--- config.mk ---
export PLATFORM = sky130hd
export DESIGN_NAME = bank_arbiter
export DESIGN_NICKNAME = d
export VERILOG_FILES = /design/src/mem_pkg.sv /design/src/bank_arbiter.sv
export VERILOG_INCLUDE_DIRS = /design/src /design/src/src
export SDC_FILE = /design/constraint.sdc
export NUM_CORES = 1
export LEC_CHECK = 0
export ABC_AREA = 1
export BUFFER_PORTS_ARGS = -buffer_cell sky130_fd_sc_hd__buf_2
export CORE_AREA = 8 8 90 68
export DETAILED_ROUTE_END_ITERATION = 8
export DIE_AREA = 0 0 98 76
export HOLD_SLACK_MARGIN = 0.08
export PLACE_DENSITY = 0.65
export SKIP_LAST_GASP = 1
export SYNTH_ARGS = -nofsm -noshare
export SYNTH_HDL_FRONTEND = slang
export SYNTH_SLANG_ARGS = --single-unit
--- constraint.sdc ---
create_clock -name sample -period 3.38 [get_ports sample]
set_input_delay 0.676 -clock sample [delete_from_list [all_inputs] [get_ports sample]]
set_output_delay 0.676 -clock sample [all_outputs]
set_load 0.05 [all_outputs]
--- src/frame_config.svh ---
// Frame configuration
// Bank count, word widths and store read latency for the ROM subsystem

`ifndef FRAME_CONFIG_SVH
`define FRAME_CONFIG_SVH

// Number of game bank ports
`define FRAME_BANKS     4

// Bits of the bank index, also the response tag width
`define FRAME_BANK_W    2

// Word address for the game side and the store
`define FRAME_ADDR_W    12

// Data word
`define FRAME_DATA_W    16

// Cycles from a store read command to its response
`define FRAME_READ_LAT  2

`endif

--- src/mem_pkg.sv ---
// Memory-side types
// Game requests, bank slots, store commands and tagged responses

`default_nettype none
`include "frame_config.svh"

package mem_pkg;

    // Word address from the game
    typedef struct packed {
        logic [`FRAME_ADDR_W-1:0] addr;
    } game_req_t;

    // Read held in a bank slot
    typedef struct packed {
        logic [`FRAME_ADDR_W-1:0] addr;
    } bank_req_t;

    // One store access, either a loader write or a tagged bank read
    typedef struct packed {
        logic                     write;
        logic [`FRAME_ADDR_W-1:0] addr;
        logic [`FRAME_DATA_W-1:0] data;
        logic [`FRAME_BANK_W-1:0] tag;
    } store_cmd_t;

    typedef struct packed {
        logic [`FRAME_DATA_W-1:0] data;
        logic [`FRAME_BANK_W-1:0] tag;
    } rsp_t;

endpackage

`default_nettype wire

--- src/bank_arbiter.sv ---
// Bank arbiter
// Loader writes first, then round robin over full bank slots
// Each read is tagged with its bank for the response path

`timescale 1ns/1ps
`default_nettype none
`include "frame_config.svh"

module bank_arbiter (
    input  logic                                        sample,
    input  logic                                        reset,
    input  logic [`FRAME_BANKS-1:0]                     full,
    input  mem_pkg::bank_req_t [`FRAME_BANKS-1:0]       pend_req,
    input  logic                                        ld_valid,
    input  mem_pkg::store_cmd_t                         ld_cmd,
    output logic [`FRAME_BANKS-1:0]                     grant,
    output logic                                        ld_ready,
    output logic                                        cmd_valid,
    output mem_pkg::store_cmd_t                         store_cmd
);

    localparam int BANKS  = `FRAME_BANKS;
    localparam int BANK_W = `FRAME_BANK_W;

    logic [BANK_W-1:0] rr_ptr;
    logic [BANK_W-1:0] gnt_idx;
    logic              gnt_any;

    // Search starts at rr_ptr and wraps
    always_comb begin
        logic [BANK_W-1:0] idx;

        gnt_any = 1'b0;
        gnt_idx = '0;
        for (int k = 0; k < BANKS; k++) begin
            idx = rr_ptr + BANK_W'(k);
            if (!gnt_any && full[idx]) begin
                gnt_any = 1'b1;
                gnt_idx = idx;
            end
        end
        // Loader write takes this cycle
        if (ld_valid) begin
            gnt_any = 1'b0;
        end
    end

    always_comb begin
        grant = '0;
        if (gnt_any) begin
            grant[gnt_idx] = 1'b1;
        end
    end

    // Next search begins just after the bank last granted
    always_ff @(posedge sample) begin
        if (reset) begin
            rr_ptr <= '0;
        end else if (gnt_any) begin
            rr_ptr <= gnt_idx + 1'b1;
        end
    end

    assign ld_ready  = ld_valid;
    assign cmd_valid = ld_valid || gnt_any;

    always_comb begin
        if (ld_valid) begin
            store_cmd = ld_cmd;
        end else begin
            store_cmd.write = 1'b0;
            store_cmd.addr  = pend_req[gnt_idx].addr;
            store_cmd.data  = '0;
            store_cmd.tag   = gnt_idx;
        end
    end

    a_grant_onehot : assert property (
        @(posedge sample) disable iff (reset) $onehot0(grant)
    ) else $error("bank_arbiter: grant not one-hot");

endmodule

`default_nettype wire

==> results_dict.tcl, run 1 <==
set metrics [dict create \
    syn_inst 297 \
    hold_path.class "reg -> reg" \
    cp.required_ns 2.70 \
    syn_nets 387 \
    yosysTopAreaCell "nand2_1" \
    cts.htree.levels 1 \
    crit_fanout 14 \
    end_kind "output port" \
    antenna_found_initial 0 \
    grt_pass1_vias 1989 \
    fmax_mhz 316 \
    top_register "rr_ptr" \
    path_common_cell "nand2_1" \
    maxSlewHeadroom_pct 64.3 \
    arrival_ns 2.49 \
    reg2regPathDepth 12 \
    cp.depth 15 \
    worst_pin_slew_ns 0.535 \
    critical_path_class "in -> out" \
    die_y_um 76 \
    fillCellCount 533 \
    synth_area_sq_um 1350 \
    crit_chain "buf_2 -> inv_1 -> nand2_1 -> nand3_1 -> nand2_2 -> nor2_4 -> nand3_4 -> nand3_2 -> nand2_1 -> nand2_1 -> nand2_1 -> nand2_1 -> nand2_1 -> nand2_1 -> buf_2" \
    outcome "finished clean" \
    synth_top_area_share_pct 42.4 \
    power_frac_comb_pct 92.8 \
    start_kind "input port" \
    largest_register_ffs 2 \
    largestRegisters "rr_ptr: 2 flops" \
    final_common_cell "nand2_1" \
    p_seq_share_pct 2.7 \
    diodes 0 \
    dieWidth_um 98 \
    crit_family "simple AND/OR/NAND/NOR gates" \
    finalNetCount 502 \
    numCtsBuffers 3 \
    antenna_left 0 \
    dp.cells 466 \
    report.final.slew_viol_count 0 \
    drt_iter0_drc 91 \
    dieArea_sq_um 7450 \
    ys_seq_area_share_pct 2.97 \
    viasPerCell 4.33 \
    powerDensity_nw_per_um2 1010 \
    rsz0062_at_grt "false" \
    drc_errors 0 \
    cts_tree "built" \
    cts_root_buffer "clkbuf_8" \
    min_period_over_period_pct 93.6 \
    utilization_pct 41.2 \
    irDropWorstVdd_mv 0.512 \
    start_util_pct 27.6 \
    place.gp.congestion 0.804 \
    io_buffers 122 \
    cts_buffer_depth 2 \
    final_cell_mix "nand2_1 (152), buf_2 (122), inv_1 (53)" \
    grt_max_degree 36 \
    clk_latency_ns 0.21 \
    first_pass_iters 4 \
    instances_no_fill 470 \
    drv_cap 0 \
    cts_sinks 2 \
    synth.avg_cell_area_sq_um 4.53 \
    synth_seq_cells 2 \
    syn_to_final_growth_pct 49.2 \
    routed_wirelength_um 5640 \
    skew_ns 0.00322 \
    path_buf_inv 3 \
    grt_overflow 0 \
    finalSetupViolCount 0 \
    switching_share_pct 69.3 \
    max_stage_delay_ns 0.31 \
    grt_pass1_wl_um 9190 \
    hold_depth 2 \
    grtUsageTotal_pct 14.4 \
    total_leakage_power_nw 1.49 \
    timing.setup.tns_ns 0 \
    hold_viol 0 \
    yosysUniqueCellTypes 18 \
    wl_per_cell_um 12.0 \
    dp_hpwl_um 4460 \
    finalCriticalPeriod_ns 3.16 \
    path_clk_slew_ns 0.03 \
    netlist_top_cells_area "nand2_1 (42%), nand3_1 (16%), inv_1 (15%)" \
    p_clk_share_pct 4.6 \
    internal-power_mw 0.621 \
    fp-row-count 22 \
    core_area_sq_um 4870 \
    switchingPower_mw 1.40 \
    vias 2035 \
    drive_above_1_share_pct 34.6 \
    ys_warn_count 0 \
    io_pins 123 \
    slowest_stage "nand3_2" \
]
## metal layers
layer  vias up  part of all wire, %  GRT usage [%]  wire length [um]
met2        82                   43           23.6              2400
met4         0                 0.21           1.86                12
li1       1108                    -              -                 -
met3         2                  9.8           5.47               553
met1       843                   47           17.8              2670
met5         -                    0              0                 0
## timing repair
action                     4_1_cts  5_1_grt
setup buffers                    0        0
setup endpoints to repair        0       16
resized for setup                0        2
hold buffers                     0        0
## kinds of logic (layout without fill, tap and decap cells)
group | after synthesis | after routing | share of synthesized area [%]
simple gates | 212 | 213 | 67.1
buf+inv | 73 | 185 | 23.6
compound gates | 6 | 6 | 2.60
fa+ha+maj | 4 | 4 | 3.72
flops | 2 | 2 | 2.97
## worst paths after layout
kind	start	endpoint	slack (ns)
setup / recovery	full[3]	store_cmd[18]	0.22
hold / removal	rr_ptr[1]$_SDFFE_PP0P_	rr_ptr[1]$_SDFFE_PP0P_	0.59
setup reg to reg	rr_ptr[0]$_SDFFE_PP0P_	rr_ptr[1]$_SDFFE_PP0P_	1.20
hold reg to reg	rr_ptr[1]$_SDFFE_PP0P_	rr_ptr[1]$_SDFFE_PP0P_	0.59
## synthesized netlist by cell type
cell type and instances:
a211oi_1 2, buf_2 5, buf_4 4, buf_6 3, clkbuf_1 4, dfxtp_1 2
ha_1 4, inv_1 53, inv_2 4, nand2_1 152, nand2_2 5, nand3_1 44
nand3_4 2, nand4_1 2, nor2_1 6, nor2_4 1, o21ai_0 3, o21ai_1 1
## power by group through the flow
stage | Sequential (mW) | Clock (mW) | Combinational, mW
after global routing | 0.0562 | 0.0981 | 2.12
after CTS | 0.0531 | 0.0957 | 1.86
after detailed placement | 0.0535 | 0 | 1.85
after global placement | 0.0534 | 0 | 1.84
after floorplan | 0.0422 | 0 | 1.54
final | 0.0543 | 0.0923 | 1.88
## worst register-to-register path, delay by kind of cell, from the launching register on
| family | cells | cell delay (ns) |
|---|---|---|
| flops | 1 | 0.43 |
| compound gates | 1 | 0.16 |
| buf+inv | 2 | 0.24 |
| fa+ha+maj | 1 | 0.28 |
| simple gates | 8 | 0.98 |
## layout make-up
| cell class | instances | area, sq um | area share [%] |
|---|---|---|---|
| Multi-Input combinational cell | 223 | 1000 | 50.0 |
| Sequential cell | 2 | 41.3 | 2.06 |
| Tap cell | 60 | 75.1 | 3.74 |
| Clock buffer | 3 | 41.3 | 2.06 |
| Inverter | 57 | 214 | 10.7 |
| Timing Repair Buffer | 125 | 633 | 31.5 |
## stage by stage
step           hold WS [ns]  setup WS (ns)  power, mW  area (sq um)
2_1_floorplan         0.515         0.0545       1.58          1350
3_3_place_gp          0.580          0.280       1.89          1950
3_5_place_dp          0.578          0.192       1.90          1950
4_1_cts               0.582         0.0537       2.01          1990
5_1_grt               0.614         0.0170       2.28          2010
6_report              0.593          0.215       2.02          2010
(Power assumes the default switching activity.)
==> run 2, diff against run 1 <==
Clock period 3.38 ns to 4.1 ns, I/O delays scaled along.
==> run 2 against run 1 <==
Effect of this change:
- core utilization shrank 0.49 points
- critical path depth unchanged
- register-to-register slack improved by 0.24 ns
- highest routed layer unchanged
- critical endpoint is now store_cmd[20]
==> results_dict.tcl, run 2 (same netlist as run 1, synthesis figures left out) <==
set metrics [dict create \
    outcome "finished clean" \
    largest_register_ffs 2 \
    min_from "rr_ptr[1]$_SDFFE_PP0P_" \
    ctsResizeCount 0 \
    cts_buffer_depth 2 \
    maxSlewHeadroom_pct 65.0 \
    grtUsageTotal_pct 14.6 \
    internal-power_mw 0.499 \
    syn_to_final_growth_pct 47.4 \
    rrSetupSlack_ns 1.44 \
    start_util_pct 27.6 \
    cts_sinks 2 \
    grt_max_degree 36 \
    total_leakage_power_nw 1.47 \
    clk_latency_ns 0.21 \
    path_common_cell "nand2_1" \
    hold_depth 2 \
    finalSetupViolCount 0 \
    hold_path.class "reg -> reg" \
    cts_root_buffer "clkbuf_8" \
    finalNetCount 500 \
    drv_cap 0 \
    min_period_over_period_pct 89.7 \
    drc_errors 0 \
    worst_pin_slew_ns 0.524 \
    holdBufCountCts 0 \
    grt_overflow 0 \
    max_stage_delay_ns 0.54 \
    utilization_pct 40.7 \
    core_area_sq_um 4870 \
    numCtsBuffers 3 \
    fp-row-count 22 \
    drive_above_1_share_pct 34.1 \
    p_clk_share_pct 4.5 \
    grt_pass1_vias 2059 \
    viasPerCell 4.31 \
    first_pass_iters 4 \
    dieArea_sq_um 7450 \
    dp_hpwl_um 4430 \
    final_cell_mix "nand2_1 (152), buf_2 (122), inv_1 (53)" \
    routed_wirelength_um 5550 \
    crit_fanout 29 \
    crit_family "simple AND/OR/NAND/NOR gates" \
    report.final.slew_viol_count 0 \
    power_frac_comb_pct 92.7 \
    instances_no_fill 468 \
    critical_path_class "reg -> out" \
    cts_tree "built" \
    irDropWorstVdd_mv 0.503 \
    hold_path_end "rr_ptr[1]$_SDFFE_PP0P_" \
    p_seq_share_pct 2.7 \
    fmax_mhz 272 \
    wl_per_cell_um 11.9 \
    vias 2019 \
    diodes 0 \
    cts.htree.levels 1 \
    timing.setup.tns_ns 0 \
    dieWidth_um 98 \
    io_pins 123 \
    switchingPower_mw 1.14 \
    reg2regPathDepth 12 \
    arrival_ns 2.86 \
    die_y_um 76 \
    antenna_left 0 \
    r2r-end "rr_ptr[1]$_SDFFE_PP0P_" \
    grt_pass1_wl_um 9420 \
    cp.required_ns 3.28 \
    top_register "rr_ptr" \
    place.gp.congestion 0.818 \
    skew_ns 0.00220 \
    path_buf_inv 2 \
    switching_share_pct 69.5 \
    slowest_stage "dfxtp_1" \
    final_common_cell "nand2_1" \
    largestRegisters "rr_ptr: 2 flops" \
    post_cts_buffers 0 \
    start_kind "register" \
    rsz0062_at_grt "false" \
    finalCriticalPeriod_ns 3.68 \
    powerDensity_nw_per_um2 824 \
    crit_chain "inv_2 -> nand2_1 -> nand2_1 -> nand2_1 -> nand2_1 -> nor2_4 -> nand3_4 -> nand3_4 -> nand2_1 -> nand2_1 -> nand2_1 -> nand2_1 -> nand2_1 -> nand2_1 -> buf_2" \
    end_kind "output port" \
    antenna_found_initial 0 \
    r2r_start "rr_ptr[0]$_SDFFE_PP0P_" \
    dp.cells 465 \
    path_clk_slew_ns 0.03 \
    io_buffers 122 \
    drt_iter0_drc 76 \
    hold_viol 0 \
]
run 2: cell types whose count changed in the layout (fill, tap and decap cells not counted), sizes merged:
cell / before / now
buf: 125 / 124
nand3: 47 / 46
run 2: worst reg2reg max path: cells and delay by family (launching register included):
| kind | cells | cell delay [ns] |
|---|---|---|
| AND/OR/NAND/NOR | 8 | 1.28 |
| buffers and inverters | 2 | 0.30 |
| AO/OA/AOI/OAI | 1 | 0.15 |
| flip-flops | 1 | 0.54 |
| adder cells (fa/ha/maj) | 1 | 0.29 |
run 2: stage by stage:
| step | total power [mW] | setup WS (ns) | instance area, sq um | hold slack (ns) |
|---|---|---|---|---|
| finish | 1.64 | 0.420 | 1980 | 0.597 |
| global route | 1.85 | 0.128 | 1980 | 0.617 |
| CTS | 1.66 | 0.430 | 1980 | 0.588 |
| detailed placement | 1.57 | 0.443 | 1940 | 0.584 |
| global placement | 1.56 | 0.516 | 1940 | 0.579 |
| floorplan | 1.31 | 0.486 | 1350 | 0.515 |
run 2: cell type report:
cell class                      count  area (sq um)
Tap cell                           60          75.1
Sequential cell                     2          40.0
Timing Repair Buffer              124           626
Clock buffer                        3          41.3
Multi-Input combinational cell    222           988
Inverter                           57           214
Fill cell                         572          2890
run 2: routing by layer:
layer  up-vias  routed length (um)  global-route usage, %
met5         -                   0                      0
met1       828                2540                   17.5
met2        89                2410                   24.8
met3         2                 585                   5.47
met4         0                  12                   1.40
li1       1100                   -                      -
run 2: worst max path at each step:
stage	start	to	slack, ns	depth (start not counted)
finish	rr_ptr[0]$_SDFFE_PP0P_	store_cmd[20]	0.42	15
global placement	full[3]	store_cmd[29]	0.52	15
CTS	rr_ptr[0]$_SDFFE_PP0P_	store_cmd[20]	0.43	15
floorplan	full[3]	store_cmd[1]	0.49	10
detailed placement	full[3]	store_cmd[20]	0.44	15
global route	rr_ptr[0]$_SDFFE_PP0P_	store_cmd[21]	0.13	15
run 2: power groups by stage:
stage / Combinational, mW / Clock [mW] / Sequential (mW)
6_report: 1.52 / 0.0743 / 0.0449
4_1_cts: 1.54 / 0.0768 / 0.0443
2_1_floorplan: 1.27 / 0 / 0.0348
3_3_place_gp: 1.51 / 0 / 0.0441
5_1_grt: 1.72 / 0.0793 / 0.0458
3_5_place_dp: 1.53 / 0 / 0.0446
==> run 3, diff against run 2 <==
Settings changed: RECOVER_POWER set to 25.
==> run 3 against run 2 <==
Effect of this change:
- combinational power hardly changed
- total power hardly changed
- worst setup slack improved by 0.0092 ns
- cell area decreased by 0.63%
- clock skew about the same
- global-route usage unchanged
- maximum frequency up 0.25%
- die area stayed put
- non-clock buffer count unchanged
- core utilization shrank 0.26 points
==> results_dict.tcl, run 3 (same netlist as run 1, synthesis figures left out) <==
set metrics [dict create \
    largestRegisters "rr_ptr: 2 flops" \
    final_cell_mix "nand2_1 (152), buf_2 (115), inv_1 (53)" \
    drv_cap 0 \
    io_buffers 122 \
    final_common_cell "nand2_1" \
    numCtsBuffers 3 \
    post_cts_buffers 0 \
    drt_iter0_drc 75 \
    grt_max_degree 36 \
    grt_pass1_wl_um 9420 \
    cts.htree.levels 1 \
    wl_per_cell_um 11.8 \
    finalSetupViolCount 0 \
    diodes 0 \
    path_clk_slew_ns 0.02 \
    antenna_found_initial 0 \
    place.gp.congestion 0.818 \
    viasPerCell 4.35 \
    powerDensity_nw_per_um2 829 \
    finalCriticalPeriod_ns 3.67 \
    outcome "finished clean" \
    min_period_over_period_pct 89.5 \
    antenna_left 0 \
    hold_viol 0 \
    end_kind "output port" \
    die_y_um 76 \
    io_pins 123 \
    total_leakage_power_nw 1.45 \
    grt_pass1_vias 2059 \
    dp_hpwl_um 4430 \
    ctsResizeCount 0 \
    layout_setup_ws_ns 0.430 \
    crit_fanout 29 \
    skew_ns 0.00220 \
    cp.required_ns 3.28 \
    fmax_mhz 272 \
    cts_root_buffer "clkbuf_8" \
    clk_latency_ns 0.20 \
    rsz0062_at_grt "false" \
    timing.setup.tns_ns 0 \
    fp-row-count 22 \
    critical_path_class "in -> out" \
    finalNetCount 500 \
    drc_errors 0 \
    grtUsageTotal_pct 14.6 \
    hold_path.class "reg -> reg" \
    cts_tree "built" \
    syn_to_final_growth_pct 46.5 \
    drive_above_1_share_pct 32.1 \
    vias 2036 \
    dieArea_sq_um 7450 \
    arrival_ns 2.85 \
    routed_wirelength_um 5540 \
    dieWidth_um 98 \
    worst_pin_slew_ns 1.44 \
    largest_register_ffs 2 \
    core_area_sq_um 4870 \
    cts_sinks 2 \
    top_register "rr_ptr" \
    start_kind "input port" \
    cts_buffer_depth 2 \
    dp_slack_ns 0.443 \
    start_util_pct 27.6 \
    irDropWorstVdd_mv 0.504 \
    report.final.slew_viol_count 0 \
    holdBufCountCts 0 \
    grt_overflow 0 \
    maxSlewHeadroom_pct 4.31 \
    first_pass_iters 4 \
]
==> run 3: cell count changes in the layout (fill, tap and decap cells not counted), sizes merged <==
| cell | delta |
|---|---|
| buf | -8 |
| clkbuf | +8 |
==> run 3: metal layers <==
metal | share of wire [%] | vias up | routed length, um | GRT usage [%]
li1 | - | 1100 | - | -
met1 | 46 | 852 | 2560 | 17.5
met2 | 43 | 82 | 2400 | 24.8
met3 | 10 | 2 | 561 | 5.47
met4 | 0.22 | 0 | 12 | 1.40
met5 | 0 | - | 0 | 0
==> run 3: path summary, 6_finish.rpt <==
check,startpoint,endpoint,slack (ns),cells past startpoint
worst max-delay path,full[3],store_cmd[20],0.43,15
worst min-delay path,rr_ptr[1]$_SDFFE_PP0P_,rr_ptr[1]$_SDFFE_PP0P_,0.59,2
worst max register to register,rr_ptr[0]$_SDFFE_PP0P_,rr_ptr[1]$_SDFFE_PP0P_,1.46,12
worst min register to register,rr_ptr[1]$_SDFFE_PP0P_,rr_ptr[1]$_SDFFE_PP0P_,0.59,2
==> run 3: cell type report <==
class / instances / area [sq um]
Clock buffer: 3 / 41.3
Fill cell: 576 / 2900
Inverter: 57 / 214
Multi-Input combinational cell: 222 / 988
Sequential cell: 2 / 40.0
Tap cell: 60 / 75.1
Timing Repair Buffer: 124 / 613
==> run 3: critical path: stages <==
cell and delay [ns]:
buf_2 0.11, inv_1 0.06, nand2_1 0.06, nand3_1 0.14
nand2_2 0.10, nor2_4 0.17, nand3_4 0.29, nand3_4 0.40
nand2_1 0.09, nand2_1 0.07, nand2_1 0.05, nand2_1 0.07
nand2_1 0.06, nand2_1 0.08, buf_2 0.27
==> run 3: metrics by stage <==
| step | hold WS (ns) | cells | power (mW) | instance area [sq um] | utilization [%] |
|---|---|---|---|---|---|
| floorplan | 0.515 | 297 | 1.31 | 1350 | - |
| detailed placement | 0.584 | 465 | 1.57 | 1940 | 39.9 |
| CTS | 0.588 | 468 | 1.66 | 1980 | 40.7 |
| global route | 0.617 | 468 | 1.85 | 1970 | 40.5 |
| finish | 0.594 | 468 | 1.64 | 1970 | 40.5 |
| global placement | 0.579 | 465 | 1.56 | 1940 | 39.9 |
==> run 3: power by group <==
group          internal (mW)  total [mW]  switching, mW
sequential            0.0277      0.0448         0.0171
combinational          0.408        1.52           1.11
clock                 0.0618      0.0743         0.0125
total                  0.497        1.64           1.14
